<file path="src/rtl/periph_pkg.sv">
// ==========================================================
// Peripheral package: memory map, register indices and the
// timer mode and interrupt source encodings
// ==========================================================
`default_nettype none

package periph_pkg;

    localparam int addr_width   = 16;
    localparam int data_width   = 8;
    localparam int offset_width = 4;
    localparam int irq_lines    = 4;

    localparam logic [addr_width-1:0] base_addr = 16'hFF00;

    // block windows inside the local offset space
    localparam logic [offset_width-1:0] intmux_off    = 4'd0;
    localparam logic [offset_width-1:0] intmux_size   = 4'd5;
    localparam logic [offset_width-1:0] gpio_off      = 4'd5;
    localparam logic [offset_width-1:0] gpio_size     = 4'd4;
    // timer_off is taken by the mode encoding below
    localparam logic [offset_width-1:0] timer_blk_off = 4'd9;
    localparam logic [offset_width-1:0] timer_size    = 4'd4;
    localparam logic [offset_width-1:0] total_size    = intmux_size + gpio_size + timer_size;

    // interrupt mux registers
    localparam logic [offset_width-1:0] intmux_route0  = 4'd0;
    localparam logic [offset_width-1:0] intmux_route1  = 4'd1;
    localparam logic [offset_width-1:0] intmux_route2  = 4'd2;
    localparam logic [offset_width-1:0] intmux_route3  = 4'd3;
    localparam logic [offset_width-1:0] intmux_pending = 4'd4;

    // gpio registers
    localparam logic [offset_width-1:0] gpio_gpo_lo = 4'd0;
    localparam logic [offset_width-1:0] gpio_gpo_hi = 4'd1;
    localparam logic [offset_width-1:0] gpio_gpi_lo = 4'd2;
    localparam logic [offset_width-1:0] gpio_gpi_hi = 4'd3;

    // timer registers
    localparam logic [offset_width-1:0] timer_ctrl     = 4'd0;
    localparam logic [offset_width-1:0] timer_prescale = 4'd1;
    localparam logic [offset_width-1:0] timer_compare  = 4'd2;
    localparam logic [offset_width-1:0] timer_count    = 4'd3;

    typedef enum logic [1:0] {timer_off, timer_one_shot, timer_periodic} timer_mode_e;
    typedef enum logic [1:0] {src_none, src_gpio, src_timer} irq_source_e;

endpackage

`default_nettype wire

</file>
<file path="src/rtl/periph_gpio.sv">
// ==========================================================
// GPIO block: 16-bit output register, synchronised input and
// rising-edge interrupt on input bit 0
// ==========================================================
`timescale 1ns/100ps
`default_nettype none

module periph_gpio import periph_pkg::*;
(
    input  wire                     clk,
    input  wire                     arst_n,
    input  wire                     sel,
    input  wire  [offset_width-1:0] offset,
    input  wire  [data_width-1:0]   data_in,
    input  wire                     write_en,
    output logic [data_width-1:0]   rdata,
    input  wire  [15:0]             gpi,
    output logic [15:0]             gpo,
    output logic                    gpio_irq
);

    logic                    hit;
    logic                    wr;
    logic [offset_width-1:0] idx;
    logic [15:0]             gpi_meta;
    logic [15:0]             gpi_sync;
    logic                    gpi0_prev;

    assign hit = sel && (offset >= gpio_off) && (offset < gpio_off + gpio_size);
    assign idx = offset - gpio_off;
    assign wr  = hit && write_en;

    always_ff @(posedge clk or negedge arst_n)
    begin
        if (!arst_n)
        begin
            gpo       <= '0;
            gpi_meta  <= '0;
            gpi_sync  <= '0;
            gpi0_prev <= 1'b0;
            gpio_irq  <= 1'b0;
        end
        else
        begin
            if (wr && idx == gpio_gpo_lo)
                gpo[7:0] <= data_in;
            if (wr && idx == gpio_gpo_hi)
                gpo[15:8] <= data_in;
            // two-flop synchroniser
            gpi_meta  <= gpi;
            gpi_sync  <= gpi_meta;
            gpi0_prev <= gpi_sync[0];
            gpio_irq  <= gpi_sync[0] && !gpi0_prev;
        end
    end

    always_comb
    begin
        rdata = '0;
        if (hit)
        begin
            case (idx)
                gpio_gpo_lo: rdata = gpo[7:0];
                gpio_gpo_hi: rdata = gpo[15:8];
                gpio_gpi_lo: rdata = gpi_sync[7:0];
                gpio_gpi_hi: rdata = gpi_sync[15:8];
                default:     rdata = '0;
            endcase
        end
    end

endmodule

`default_nettype wire

</file>
<file path="src/rtl/periph_timer.sv">
// ==========================================================
// Timer block: prescaled up-counter with compare match,
// one-shot and periodic modes, and an interrupt pulse
// ==========================================================
`timescale 1ns/100ps
`default_nettype none

module periph_timer import periph_pkg::*;
(
    input  wire                     clk,
    input  wire                     arst_n,
    input  wire                     sel,
    input  wire  [offset_width-1:0] offset,
    input  wire  [data_width-1:0]   data_in,
    input  wire                     write_en,
    output logic [data_width-1:0]   rdata,
    output logic                    timer_irq
);

    logic                    hit;
    logic                    wr;
    logic [offset_width-1:0] idx;
    logic                    ctrl_wr;
    logic                    tick;
    logic                    match;
    timer_mode_e             mode_q;
    logic [data_width-1:0]   prescale_q;
    logic [data_width-1:0]   compare_q;
    logic [data_width-1:0]   presc_cnt;
    logic [data_width-1:0]   count_q;

    assign hit     = sel && (offset >= timer_blk_off) && (offset < timer_blk_off + timer_size);
    assign idx     = offset - timer_blk_off;
    assign wr      = hit && write_en;
    assign ctrl_wr = wr && idx == timer_ctrl;

    // one tick every prescale + 1 cycles while running
    assign tick  = (mode_q != timer_off) && (presc_cnt == prescale_q);
    assign match = tick && (count_q == compare_q);

    always_ff @(posedge clk or negedge arst_n)
    begin
        if (!arst_n)
        begin
            mode_q     <= timer_off;
            prescale_q <= '0;
            compare_q  <= '0;
            presc_cnt  <= '0;
            count_q    <= '0;
            timer_irq  <= 1'b0;
        end
        else
        begin
            if (wr && idx == timer_prescale)
                prescale_q <= data_in;
            if (wr && idx == timer_compare)
                compare_q <= data_in;

            if (ctrl_wr)
            begin
                // unused encoding 3 stops the timer
                mode_q    <= (data_in[1:0] == 2'd3) ? timer_off : timer_mode_e'(data_in[1:0]);
                presc_cnt <= '0;
                count_q   <= '0;
                timer_irq <= 1'b0;
            end
            else
            begin
                timer_irq <= match;
                if (mode_q == timer_off || tick)
                    presc_cnt <= '0;
                else
                    presc_cnt <= presc_cnt + 1'b1;
                if (match)
                    count_q <= '0;
                else if (tick)
                    count_q <= count_q + 1'b1;
                if (match && mode_q == timer_one_shot)
                    mode_q <= timer_off;
            end
        end
    end

    always_comb
    begin
        rdata = '0;
        if (hit)
        begin
            case (idx)
                timer_ctrl:     rdata = {{(data_width-2){1'b0}}, mode_q};
                timer_prescale: rdata = prescale_q;
                timer_compare:  rdata = compare_q;
                timer_count:    rdata = count_q;
                default:        rdata = '0;
            endcase
        end
    end

endmodule

`default_nettype wire

</file>
<file path="src/rtl/periph_interrupt_mux.sv">
// ==========================================================
// Interrupt router: maps source pulses onto the processor
// interrupt lines through per-line pending latches
// ==========================================================
`timescale 1ns/100ps
`default_nettype none

module periph_interrupt_mux import periph_pkg::*;
(
    input  wire                     clk,
    input  wire                     arst_n,
    input  wire                     sel,
    input  wire  [offset_width-1:0] offset,
    input  wire  [data_width-1:0]   data_in,
    input  wire                     write_en,
    output logic [data_width-1:0]   rdata,
    input  wire                     gpio_irq,
    input  wire                     timer_irq,
    output logic [irq_lines-1:0]    interrupt_request
);

    logic                    hit;
    logic                    wr;
    logic [offset_width-1:0] idx;
    irq_source_e             route_q [irq_lines];
    irq_source_e             route_in;
    logic [irq_lines-1:0]    pending_q;
    logic [irq_lines-1:0]    set_vec;
    logic [irq_lines-1:0]    clr_vec;

    assign hit = sel && (offset >= intmux_off) && (offset < intmux_off + intmux_size);
    assign idx = offset - intmux_off;
    assign wr  = hit && write_en;

    // unknown source code reads as src_none
    assign route_in = (data_in[1:0] == 2'd3) ? src_none : irq_source_e'(data_in[1:0]);

    always_comb
    begin
        for (int i = 0; i < irq_lines; i++)
        begin
            set_vec[i] = (route_q[i] == src_gpio && gpio_irq) ||
                         (route_q[i] == src_timer && timer_irq);
        end
    end

    assign clr_vec = (wr && idx == intmux_pending) ? data_in[irq_lines-1:0] : '0;

    always_ff @(posedge clk or negedge arst_n)
    begin
        if (!arst_n)
        begin
            for (int i = 0; i < irq_lines; i++)
                route_q[i] <= src_none;
            pending_q <= '0;
        end
        else
        begin
            if (wr)
            begin
                case (idx)
                    intmux_route0: route_q[0] <= route_in;
                    intmux_route1: route_q[1] <= route_in;
                    intmux_route2: route_q[2] <= route_in;
                    intmux_route3: route_q[3] <= route_in;
                    default: ;
                endcase
            end
            // set wins over write-one-to-clear
            pending_q <= (pending_q & ~clr_vec) | set_vec;
        end
    end

    assign interrupt_request = pending_q;

    always_comb
    begin
        rdata = '0;
        if (hit)
        begin
            case (idx)
                intmux_route0:  rdata = {{(data_width-2){1'b0}}, route_q[0]};
                intmux_route1:  rdata = {{(data_width-2){1'b0}}, route_q[1]};
                intmux_route2:  rdata = {{(data_width-2){1'b0}}, route_q[2]};
                intmux_route3:  rdata = {{(data_width-2){1'b0}}, route_q[3]};
                intmux_pending: rdata = {{(data_width-irq_lines){1'b0}}, pending_q};
                default:        rdata = '0;
            endcase
        end
    end

endmodule

`default_nettype wire

</file>
<file path="src/rtl/periph_subsystem.sv">
// ==========================================================
// Peripheral subsystem: decodes the bus window, forms the
// local offset and merges the read data of all blocks
// ==========================================================
`timescale 1ns/100ps
`default_nettype none

module periph_subsystem import periph_pkg::*;
(
    input  wire                     clk,
    input  wire                     arst_n,
    input  wire                     enable,
    input  wire  [addr_width-1:0]   addr,
    input  wire  [data_width-1:0]   data_in,
    output logic [data_width-1:0]   data_out,
    input  wire                     write_en,
    input  wire  [15:0]             gpi,
    output logic [15:0]             gpo,
    output logic [irq_lines-1:0]    interrupt_request
);

    logic                    window_hit;
    logic [offset_width-1:0] offset;

    logic [data_width-1:0]   rdata_intmux;
    logic [data_width-1:0]   rdata_gpio;
    logic [data_width-1:0]   rdata_timer;

    logic                    gpio_irq;
    logic                    timer_irq;

    // access control
    assign window_hit = enable && (addr >= base_addr) &&
                        (addr < base_addr + addr_width'(total_size));
    assign offset     = offset_width'(addr - base_addr);

    periph_interrupt_mux u_periph_interrupt_mux
    (
        .clk               (clk),
        .arst_n            (arst_n),
        .sel               (window_hit),
        .offset            (offset),
        .data_in           (data_in),
        .write_en          (write_en),
        .rdata             (rdata_intmux),
        .gpio_irq          (gpio_irq),
        .timer_irq         (timer_irq),
        .interrupt_request (interrupt_request)
    );

    periph_gpio u_periph_gpio
    (
        .clk      (clk),
        .arst_n   (arst_n),
        .sel      (window_hit),
        .offset   (offset),
        .data_in  (data_in),
        .write_en (write_en),
        .rdata    (rdata_gpio),
        .gpi      (gpi),
        .gpo      (gpo),
        .gpio_irq (gpio_irq)
    );

    periph_timer u_periph_timer
    (
        .clk       (clk),
        .arst_n    (arst_n),
        .sel       (window_hit),
        .offset    (offset),
        .data_in   (data_in),
        .write_en  (write_en),
        .rdata     (rdata_timer),
        .timer_irq (timer_irq)
    );

    // blocks drive zero when not addressed
    assign data_out = rdata_intmux | rdata_gpio | rdata_timer;

endmodule

`default_nettype wire

</file>
<file path="config.mk">
export PLATFORM = sky130hd
export DESIGN_NAME = periph_subsystem
export DESIGN_NICKNAME = d
export VERILOG_FILES = /design/src/rtl/periph_pkg.sv /design/src/rtl/periph_gpio.sv /design/src/rtl/periph_timer.sv /design/src/rtl/periph_interrupt_mux.sv /design/src/rtl/periph_subsystem.sv
export SDC_FILE = /design/constraint.sdc
export NUM_CORES = 1
export LEC_CHECK = 0
export ABC_AREA = 1
export BUFFER_PORTS_ARGS = -buffer_cell sky130_fd_sc_hd__buf_4
export CORE_MARGIN = 5
export CORE_UTILIZATION = 52
export DETAILED_ROUTE_END_ITERATION = 12
export PLACE_DENSITY = 0.86
export RECOVER_POWER = 50
export SLEW_MARGIN = 20
export SYNTH_ARGS = -nofsm -noshare
export SYNTH_HDL_FRONTEND = slang
export SYNTH_SLANG_ARGS = --single-unit
export TNS_END_PERCENT = 10
</file>
<file path="constraint.sdc">
create_clock -name clk -period 1.6 [get_ports clk]
set_input_delay 0.08 -clock clk [delete_from_list [all_inputs] [get_ports clk]]
set_output_delay 0.08 -clock clk [all_outputs]
set_load 0.02 [all_outputs]
</file>
After elaboration in Yosys (flattened, before gate mapping)
Cells that the tools add are included.
{ "classes": {"addsub": 5, "mul": 0, "n_div": 0, "order_cmp": 8, "n_eq_ne": 22, "shifts": 0, "mux": 16, "bitwise_logic": 5, "reduce_logical": 46} }
{ "op_table": {"columns": ["operator", "count"], "rows": [
  ["$pmux W8 S4", 2],
  ["$mux W8", 7],
  ["$logic_and A1 B1 Y1", 29],
  ["$eq A4 B2 Y1 const B", 6],
  ["$pmux W4 S5", 1],
  ["$add A8 B1 Y8 const B", 2],
  ["$eq A8 B8 Y1", 2],
  ["$ge A16 B16 Y1 const B", 1],
  ["$lt A16 B16 Y1 const B", 1],
  ["$or A8 B8 Y8", 2],
  ["$eq A4 B1 Y1 const B", 3],
  ["$logic_not A4 Y1", 3],
  ["$eq A2 B1 Y1 const B", 5],
  ["$eq A2 B2 Y1 const B", 5],
  ["$lt A4 B4 Y1 const B", 2],
  ["$mux W4", 2],
  ["$reduce_and A2 Y1", 4],
  ["$mux W2", 3],
  ["$logic_or A1 B1 Y1", 5],
  ["$and A4 B4 Y4", 1],
  ["$eq A4 B3 Y1 const B", 1],
  ["$ge A4 B1 Y1 const B", 1],
  ["$ge A4 B3 Y1 const B", 1],
  ["$ge A4 B4 Y1 const B", 1],
  ["other kinds (11)", 12]
]} }
{ "word_totals": {"register_bits": 97, "latchBits": 0, "mem_bits_rw": 0, "romBits": 0, "in_bits": 44, "out_inout_bits": 28, "word_cells": 119, "mem_count": 0} }

Logic depth before layout (Yosys ltp)
Gate-level depths: netlist (run 1).
{ "logic_depth": {"ltp_word": 11, "ltp_mapped": 11, "ltp_nobuf": 11} }

By module
A second synthesis (run 1) with hierarchy kept.
{ "hier_totals": {"hier_cells": 656, "hier_area_um2": 5182.5} }
{ "modules_own_cells": {"columns": ["module", "instances", "cells_per_inst", "area_per_inst_um2", "seq_area_each_um2"], "rows": [
  ["periph_timer", 1, 323, 2316.0, 875.8],
  ["periph_gpio", 1, 196, 1926.8, 1251.2],
  ["periph_interrupt_mux", 1, 109, 812.0, 300.3],
  ["periph_subsystem", 1, 28, 127.6, 0.0]
]} }

Worst setup path before layout (run 1)
OpenSTA, ideal clock, no wires.
{ "synth_timing": {"kind": "flip-flop to flip-flop", "start": "register u_periph_timer.presc_cnt[4]", "end": "register u_periph_timer.count_q[4]", "setup_ns": 0.072, "arrival_time_ns": 1.318, "required_ns": 1.528, "slack_ns": 0.211, "stages_incl_launch_ff": 10, "path_buffers": 1, "period_less_slack_ns": 1.389, "cell_sequence": "dfrtp_1 -> xor2_1 -> nor2_1 -> nand2_1 -> nor2_1 -> buf_2 -> nand3_1 -> nand2_1 -> nand2_1 -> nor2_1"} }
{ "synth_via": {"elab_chain_len": 5, "elab_cells_between_ends": 6, "cone_classes": "1 x eq/ne; 2 x mux; 3 x reduce/logical"} }
{ "synth_lines": {"columns": ["element", "line", "text"], "rows": [
  ["start, declared", "periph_timer.sv:29", "logic [data_width-1:0] presc_cnt;"],
  ["start signal, assigned", "periph_timer.sv:73", "presc_cnt <= presc_cnt + 1'b1;"],
  ["$eq A8 B8 Y1 (*)", "periph_timer.sv:38", "assign tick = (mode_q != timer_off) && (presc_cnt == prescale_q);"],
  ["$logic_and A1 B1 Y1 (*)", "periph_timer.sv:38", null],
  ["$logic_and A1 B1 Y1", "periph_timer.sv:39", "assign match = tick && (count_q == compare_q);"],
  ["$mux W8", "periph_timer.sv:74", "if (match)"],
  ["$mux W8", "periph_timer.sv:59", "if (ctrl_wr)"],
  ["end signal, assigned", "periph_timer.sv:77", "count_q <= count_q + 1'b1;"],
  ["end, declared", "periph_timer.sv:30", "logic [data_width-1:0] count_q;"]
]} }
Mark *: on every way between the ends. The rest lies on a longest branch, timed or not.
A chain may end at the register's enable or synchronous reset.

Worst setup path after layout (run 1)
{ "layout_timing": {"start": "register u_periph_timer.count_q[6]", "end": "output data_out[6]"} }
{ "layout_via": {"elab_chain_len": 3} }
{ "layout_lines": {"columns": ["element", "line", "text"], "rows": [
  ["$pmux W8 S4", "periph_timer.sv:89", "case (idx)"],
  ["$mux W8", "periph_timer.sv:87", "if (hit)"],
  ["$or A8 B8 Y8", "periph_subsystem.sv:78", "assign data_out = rdata_intmux | rdata_gpio | rdata_timer;"],
  ["end, declared", "periph_subsystem.sv:15", "output logic [data_width-1:0] data_out,"]
]} }
No other way between the ends.

==> results by stage, run 1 <==
Status:
- The run finished with clean final reports.

Clock tree:
- Clock tree synthesis selected as its root buffer the cell sky130_fd_sc_hd__clkbuf_8.
- The clock buffer count from CTS is 9.
- The tree built by TritonCTS fans out to 97 sinks.
- The clock reaches the later pin of the worst-skew pair after 370 ps.
- CTS built an H-tree with a depth of 3.
- The maximum buffer depth of the clock tree is 2.
- The TritonCTS clock tree is yes.
- The CTS clock-pin slew for the worst setup and hold paths is 110 ps.

Critical path:
- At the worst endpoint, the arrival time is 1510 ps.
- The endpoint of the worst-slack reg-to-reg timing path is u_periph_timer.count_q[1].
- The worst setup path is captured at an output pin.
- The startpoint of the lowest-slack register-to-register path is u_periph_timer.count_q[0].
- The required time at the worst-slack endpoint is 1520 ps.
- The worst setup path is launched from a flip-flop.
- The critical path is of the reg2out type.
- Measured in cells, the most critical reg-to-reg path has a length of 9.
- The critical-path maximum fanout is 5.
- Across all register-to-register paths, the minimum setup slack is 60 ps.

Routing:
- The routed length per instance is 15.4 µm.
- Detailed routing inserted a total of 4488 vias.
- The length of the first detailed-routing pass in iterations is 6.
- After detailed routing, the number of remaining DRC violations is 0.
- The first routing iteration left 373 violations.
- In this run the remaining antenna-violating nets after routing total 0.
- After detailed routing, the number of vias per cell comes to 5.45.
- For this block, the routed nets add up to 12.7 mm of wire.

STA:
- For the final database, setup skew stands at 16.4 ps.
- The number of max-slew violations in the final report is 0.
- Setup violations remaining at the end of the flow were counted as 0.
- The share of the clock period used by the worst path after layout is 99.3%.
- In the post-route analysis, the smallest setup slack over all paths is 11.2 ps.
- The worst slew slack as a fraction of its limit is 42.8%.
- The time the final worst path needs with I/O delays and setup is 1590 ps.
- For the pin with the worst max-slew slack, the measured transition is 859 ps.
- Setup repair after global routing could not meet its margin everywhere.
- Derived from the worst setup path, the maximum achievable clock frequency is 629 MHz.
- The hold violation count in the final report is 0.

Yosys:
- During synthesis, Yosys emitted a total of 0 warnings.
- The number of flip-flops and latches in the synthesized netlist is 97.
- The synthesized cell area is 4830 µm².
- A synthesized cell averages 8.14 µm².
- Summed over its instances, the top area cell type makes up 50.2% of the synthesized netlist area.
- After technology mapping, the gate count stands at 594.
- The number of nets in the synthesized netlist is 640.
- The number of distinct library cells after synthesis is 33.
- Summed over all instances, the cell type with the most area after synthesis is sky130_fd_sc_hd__dfrtp_1.
- Ranked by total cell area, the synthesized netlist is headed by sky130_fd_sc_hd__dfrtp_1, sky130_fd_sc_hd__nand2_1, sky130_fd_sc_hd__nand3_1.
- Summing the sequential cell areas from Yosys gives 50.2% of the chip area.

Global route:
- The total overflow reported by the global router is 0.
- The via count of the first global-routing pass is 4487.
- The number of antenna violations at the first check in global routing was 0.
- The pin count of the biggest net entering global routing is 46.
- The overall track demand over capacity in global routing is 23.3%.
- The first global-routing pass estimated 21.2 mm of wire.

Die:
- The floorplan has 35 rows.
- The die span in x is 106 µm.
- Once the floorplan was initialized, standard cells occupied 52.8% of the core.
- During I/O placement, the number of pins put on the boundary was 72.
- The vertical extent of the die is 106 µm.
- After floorplanning, the core was sized to cover 9150 µm².
- The area of the die is 11300 µm².

Place:
- OpenSTA, run right after detailed placement, puts the worst setup slack at -0.416 ps.
- The detailed placer's ending HPWL is 9.25 mm.
- The post-placement cell area is 5600 µm².
- Input and output buffers added on the ports amount to 71.
- The routability-driven placement congestion ratio is 0.945.

Cells and area:
- The area overhead of the layout relative to synthesis is 24.8%.
- The number of antenna repair diodes is 0.
- In the final layout, the share of cells above drive strength 1 is 21.6%.
- The number of inserted filler cells in the final layout is 722.
- The multi-input logic area is 2070 µm².
- Once layout is done, the placed cells without fillers occupy 6030 µm².
- Summing all flip-flop and latch instances after layout gives 2430 µm².
- The net count of the finished layout is 754.

Min path:
- The worst min-delay path endpoint is u_periph_timer.compare_q[4].
- The startpoint identified for the worst hold timing path is data_in[4].
- The worst hold path was traced through 3 stages.
- The tightest min-delay check is of the in2reg type.

Power and ir drop:
- VDD sags by at most 0.604 mV.
- Per report_power, the sequential group accounts for 52.4% of the total.
- The part of the total power dissipated in the clock network is 28.9%.
- The analysis attributes to cell leakage a power of 2.99 nW.
- Power spread over the standard cell area amounts to 871 nW/µm².
- The combinational power share is 18.6%.
- The internal cell power is 3.60 mW.
- Of the total power, the share spent switching nets is 31.4%.
- The power spent charging and discharging nets is 1.65 mW.

Job:
- The count of max-cap constraint violations is 0.
layer usage:
metal  part of all wire [%]  vias to the layer above  GRT usage, %  wire length (µm)
met4                    1.5                        0          7.95               187
met1                     41                     2122          29.6              5190
met5                      0                        -             0                 0
met3                    7.1                       20          3.52               896
met2                     50                      200          40.8              6400
li1                       -                     2146             -                 -
power groups by stage:
| stage | logic (mW) | clock network [mW] | registers, mW |
|---|---|---|---|
| global route | 1.13 | 1.62 | 2.77 |
| CTS | 0.969 | 1.53 | 2.74 |
| finish | 0.979 | 1.52 | 2.75 |
| detailed placement | 0.920 | 0 | 2.78 |
| global placement | 0.887 | 0 | 2.78 |
| floorplan | 0.540 | 0 | 2.74 |
sequential cells by signal (all words and copies together), names as in the netlist:
name                                      cells
u_periph_timer.mode_q                         2
u_periph_gpio.gpi_sync                       16
u_periph_gpio.gpi0_prev                       1
u_periph_timer.timer_irq                      1
u_periph_timer.count_q                        8
u_periph_timer.compare_q                      8
u_periph_interrupt_mux.route_q                8
u_periph_gpio.gpo                            16
u_periph_gpio.gpio_irq                        1
u_periph_timer.prescale_q                     8
u_periph_interrupt_mux.interrupt_request      4
u_periph_timer.presc_cnt                      8
u_periph_gpio.gpi_meta                       16
synthesized netlist by cell type, drive strengths merged:
| cell | number |
|---|---|
| nand2 | 175 |
| o22ai | 8 |
| clkbuf | 1 |
| a31oi | 4 |
| nand4 | 16 |
| clkinv | 1 |
| or2 | 1 |
| o21ai | 51 |
| nor2 | 60 |
| inv | 74 |
| o2111ai | 1 |
| o31ai | 1 |
| nor3 | 14 |
| xor2 | 9 |
| buf | 10 |
| ha | 2 |
| dfrtp | 97 |
| o211ai | 1 |
| nand3 | 62 |
| xnor2 | 3 |
| a21oi | 3 |
worst max-delay path by stage:
stage	from	endpoint	slack, ps	cells past startpoint
2_1_floorplan	u_periph_timer.presc_cnt[4]	u_periph_timer.count_q[4]	210	9
3_3_place_gp	u_periph_timer.count_q[3]	u_periph_timer.count_q[5]	8	9
3_5_place_dp	u_periph_timer.count_q[3]	u_periph_timer.count_q[1]	-0.4	9
4_1_cts	u_periph_timer.count_q[4]	data_out[4]	-40	6
5_1_grt	u_periph_timer.count_q[3]	data_out[3]	-40	5
6_report	u_periph_timer.count_q[6]	data_out[6]	10	6
per-stage QoR:
| step | hold WS, ps | power, mW | utilization [%] | setup TNS (ps) | std cells |
|---|---|---|---|---|---|
| 3_3_place_gp | 53.9 | 3.66 | 61.1 | 0 | 785 |
| 3_5_place_dp | 61.2 | 3.70 | 61.1 | -0.416 | 785 |
| 2_1_floorplan | -216 | 3.28 | - | 0 | 594 |
| 6_report | 30.4 | 5.25 | 65.9 | 0 | 823 |
| 4_1_cts | 33.5 | 5.24 | 65.5 | -36.1 | 821 |
| 5_1_grt | 49.0 | 5.52 | 65.9 | -159 | 823 |
logic make-up after synthesis:
logic type,Yosys count,share of synthesized area (%)
AO/OA/AOI/OAI,69,8.34
XOR/XNOR,12,2.17
adder cells (fa/ha/maj),2,0.518
buffers and inverters,86,7.56
flip-flops,97,50.2
AND/OR/NAND/NOR,328,31.2
cell usage in the layout, fill, tap and decap left out, types with 12 or more instances in the layout:
cell / instances
sky130_fd_sc_hd__nand3_1: 57
sky130_fd_sc_hd__dfrtp_1: 91
sky130_fd_sc_hd__nand4_1: 16
sky130_fd_sc_hd__inv_1: 66
sky130_fd_sc_hd__nor3_1: 12
sky130_fd_sc_hd__o21ai_1: 36
sky130_fd_sc_hd__nand2_1: 169
sky130_fd_sc_hd__clkbuf_4: 16
sky130_fd_sc_hd__nor2_1: 51
sky130_fd_sc_hd__dlygate4sd3_1: 21
sky130_fd_sc_hd__buf_4: 72
area by class of cell:
cell class	instances	share of cell area [%]
Sequential cell	97	40.4
Clock buffer	9	2.05
Multi-Input combinational cell	411	34.2
Timing Repair Buffer	114	15.4
Clock inverter	6	0.954
Tap cell	111	2.30
Inverter	75	4.67
critical path, cell delays in order, from the launching register on:
cell	delay, ps
sky130_fd_sc_hd__dfrtp_2	460
sky130_fd_sc_hd__inv_1	90
sky130_fd_sc_hd__buf_4	120
sky130_fd_sc_hd__o22ai_1	80
sky130_fd_sc_hd__o21ai_1	160
sky130_fd_sc_hd__nand2_1	90
sky130_fd_sc_hd__buf_4	160
what timing repair did:
action	4_1_cts	5_1_grt
setup buffers	0	3
gates resized for setup	8	22
endpoints found under the setup margin	13	17
pin swaps	0	5
endpoints found under the hold margin	52	0
hold buffers	21	0
(Power assumes the default switching activity.)
==> inputs of run 2 (changes only) <==
--- a/config.mk
+++ b/config.mk
@@ -6,11 +6,11 @@
 export NUM_CORES = 1
 export LEC_CHECK = 0
 export ABC_AREA = 1
-export BUFFER_PORTS_ARGS = -buffer_cell sky130_fd_sc_hd__buf_4
 export CORE_MARGIN = 5
 export CORE_UTILIZATION = 52
 export DETAILED_ROUTE_END_ITERATION = 12
-export PLACE_DENSITY = 0.86
+export DONT_BUFFER_PORTS = 1
+export PLACE_DENSITY = 0.79
 export RECOVER_POWER = 50
 export SLEW_MARGIN = 20
 export SYNTH_ARGS = -nofsm -noshare
==> results by stage, run 2 (same netlist as run 1, synthesis figures left out) <==
Status:
- Run status: finished with violations (was completed).
- The final reports fail on hold timing.

Cells and area:
- The number of antenna repair diodes is 0 (unchanged).
- The fraction of layout instances using a drive strength above 1 is 13.5% (was 21.6%).
- Largest registers in the final layout: u_periph_gpio.gpi_meta (16), u_periph_gpio.gpi_sync (16), u_periph_gpio.gpo (16) (unchanged).
- The number of inserted filler cells in the final layout is 730 (was 722).
- The commonest non-fill, non-tap cell in the layout is sky130_fd_sc_hd__nand2_1 (unchanged).
- The number of nets in the layout is 684 (was 754).
- The area overhead of the layout relative to synthesis is 14.9% (was 24.8%).
- Commonest cells after routing, fill and taps aside: sky130_fd_sc_hd__nand2_1, sky130_fd_sc_hd__dfrtp_1, sky130_fd_sc_hd__inv_1, sky130_fd_sc_hd__nor2_1, sky130_fd_sc_hd__nand3_1 (was sky130_fd_sc_hd__nand2_1, sky130_fd_sc_hd__dfrtp_1, sky130_fd_sc_hd__buf_4, sky130_fd_sc_hd__inv_1, sky130_fd_sc_hd__nand3_1).

Critical path:
- The worst setup path startpoint is u_periph_timer.count_q[3] (was u_periph_timer.count_q[6]).
- The startpoint of the lowest-slack register-to-register path was u_periph_timer.prescale_q[1] (was u_periph_timer.count_q[0]).
- The cell depth of the worst flop-to-flop path is 10 (was 9).
- The endpoint of the worst-slack reg-to-reg timing path is u_periph_timer.count_q[5] (was u_periph_timer.count_q[1]).
- The data arrival time at the worst-slack endpoint was 1490 ps (was 1510 ps).
- The required time at the worst-slack endpoint is 1520 ps (about the same).
- The kind of critical path is reg2out (unchanged).
- The critical path endpoint category is an output pin (unchanged).
- The setup slack of the most critical reg-to-reg path was 100 ps (was 60 ps).
- The last element of the critical path is data_out[3] (was data_out[6]).
- The critical-path maximum fanout is 5 (unchanged).
- The critical path launch point type is a flip-flop (unchanged).

Routing:
- The number of design-rule violations left by the first detailed-router iteration is 332 (was 373).
- The overall routed net length is 12.1 mm (was 12.7 mm).
- The length of the first detailed-routing pass in iterations is 4 (was 6).
- The vias after detailed routing is 4192 (was 4488).
- The number of vias per cell is 5.56 (was 5.45).
- The number of remaining DRC errors is 0 (unchanged).
- The routed length per instance is 16.0 µm (was 15.4 µm).
- The number of nets with antenna violations after detailed routing was 0 (unchanged).

Global route:
- The overall track demand over capacity in global routing is 22.0% (was 23.3%).
- The via count of the first global-routing pass is 4072 (was 4487).
- The total overflow reported by the global router was 0 (unchanged).
- The number of antenna violations at the first check in global routing was 0 (unchanged).
- The first-pass GRT wire length came to 19.8 mm (was 21.2 mm).
- The pin count of the biggest net entering global routing was 98 (was 46).

Clock tree:
- The maximum buffer depth of the clock tree is 2 (unchanged).
- The cell at the root of the clock tree is sky130_fd_sc_hd__clkbuf_8 (unchanged).
- The clock insertion delay at the later pin of the skew report was 380 ps (was 370 ps).
- The TritonCTS clock tree was yes (unchanged).
- The count of H-tree levels built during CTS came to 3 (unchanged).
- The clock buffer count from CTS is 9 (unchanged).
- The number of clock sinks is 97 (unchanged).
- The CTS clock-pin slew for the worst setup and hold paths is 110 ps (about the same).
- The number of buffers inserted by hold repair at cts came to 25 (was 21).

STA:
- The time the final worst path needs with I/O delays and setup is 1570 ps (was 1590 ps).
- The worst slack on hold paths is -615 ps (was 30.4 ps).
- The worst slew slack as a fraction of its limit is 61.8% (was 42.8%).
- The hold violation count in the final report is 97 (was 0).
- The share of the clock period used by the worst path after layout was 98.0% (was 99.3%).
- The count of endpoints failing setup in the final report is 0 (unchanged).
- The fmax is 638 MHz (was 629 MHz).
- The slew at the pin closest to its max-slew limit is 571 ps (was 859 ps).
- The worst setup margin came to 32.4 ps (was 11.2 ps).
- The number of max-slew violations in the final report is 0 (unchanged).
- RSZ-0062 raised after global routing: true (unchanged).
- The worst clock skew is 16.2 ps (was 16.4 ps).

Power and ir drop:
- The maximum VDD drop came to 0.683 mV (was 0.604 mV).
- The total leakage power is 2.68 nW (was 2.99 nW).
- The total power density per cell area is 934 nW/µm² (was 871 nW/µm²).
- The total power draw is 5.19 mW (was 5.25 mW).

Die:
- The vertical extent of the die came to 106 µm (unchanged).
- The die span in x is 106 µm (unchanged).
- The row count is 35 (unchanged).
- The effective utilization at floorplan is 52.8% (unchanged).
- The area of the core is 9150 µm² (unchanged).
- The area of the die is 11300 µm² (unchanged).
- The I/O pin total is 72 (unchanged).

Place:
- The number of buffers added on ports is 0 (was 71).
- The detailed placer's ending HPWL is 8.61 mm (was 9.25 mm).
- The routability-driven placement congestion ratio is 1.03 (was 0.945).
- The post-placement setup slack is 58.6 ps (was -0.416 ps).

Min path:
- The type of the most critical hold path is in2async (was in2reg).

Job:
- The count of max-cap constraint violations is 0 (unchanged).
[run 2: cell count changes in the layout (fill, tap and decap cells not counted), moves of 2 or more]
cell	before	now
sky130_fd_sc_hd__nor2_1	51	54
sky130_fd_sc_hd__o21ai_2	9	11
sky130_fd_sc_hd__nand3_1	57	53
sky130_fd_sc_hd__nor2_2	3	1
sky130_fd_sc_hd__nand2_1	169	165
sky130_fd_sc_hd__clkbuf_4	16	0
sky130_fd_sc_hd__nand3_2	0	4
sky130_fd_sc_hd__dlygate4sd3_1	21	25
sky130_fd_sc_hd__nand2_2	3	7
sky130_fd_sc_hd__buf_4	72	16
[run 2: per-layer routing]
layer / routed length [µm] / global-route usage [%] / part of all wire, %
met1: 5110 / 30.3 / 42
met2: 5520 / 33.0 / 46
met3: 963 / 4.61 / 8.0
met4: 462 / 11.1 / 3.8
met5: 0 / 0 / 0
[run 2: cell type report]
cell class                 count  area [µm²]  area share [%]
sequential                    97        2430            43.8
multi-input combinational    411        2090            37.7
timing repair buffer          44         413            7.43
inverter                      75         282            5.07
tap                          111         139            2.50
clock buffer                  10         138            2.48
clock inverter                 6        57.6            1.04
[run 2: how the worst min path moves through the flow]
stage / endpoint / cells after the start
after global placement: u_periph_gpio.gpi_meta[0] / 0
after global routing: u_periph_interrupt_mux.route_q[0] / 0
after detailed placement: u_periph_gpio.gpi_meta[0] / 0
after CTS: u_periph_interrupt_mux.route_q[0] / 0
final: u_periph_gpio.gpo[11] / 0
after floorplan: u_periph_gpio.gpi0_prev / 0
[run 2: through the flow]
step | TNS (ps) | hold slack (ps) | cells | utilization (%) | cell area (µm²)
2_1_floorplan | 0 | -216 | 594 | - | 4830
4_1_cts | -48.4 | -634 | 747 | 59.6 | 5460
3_5_place_dp | 0 | -214 | 706 | 54.5 | 4990
6_report | 0 | -615 | 754 | 60.7 | 5550
3_3_place_gp | 0 | -213 | 706 | 54.5 | 4990
5_1_grt | -278 | -641 | 754 | 60.7 | 5550
[run 2: worst max-delay path: stages, from the launching register on]
cell and delay, ps:
sky130_fd_sc_hd__dfrtp_1 430, sky130_fd_sc_hd__inv_2 130, sky130_fd_sc_hd__o22ai_1 140, sky130_fd_sc_hd__o21ai_1 220, sky130_fd_sc_hd__nand3_2 200
[run 2: repair_timing]
action | in CTS | in global routing
gates resized for setup | 12 | 24
endpoints found under the setup margin | 6 | 17
setup buffers | 0 | 7
endpoints found under the hold margin | 159 | 97
pin swaps | 1 | 10
[run 2: power by group]
group	switching [mW]	internal, mW
Clock	0.949	0.644
Combinational	0.505	0.319
Sequential	0.172	2.60
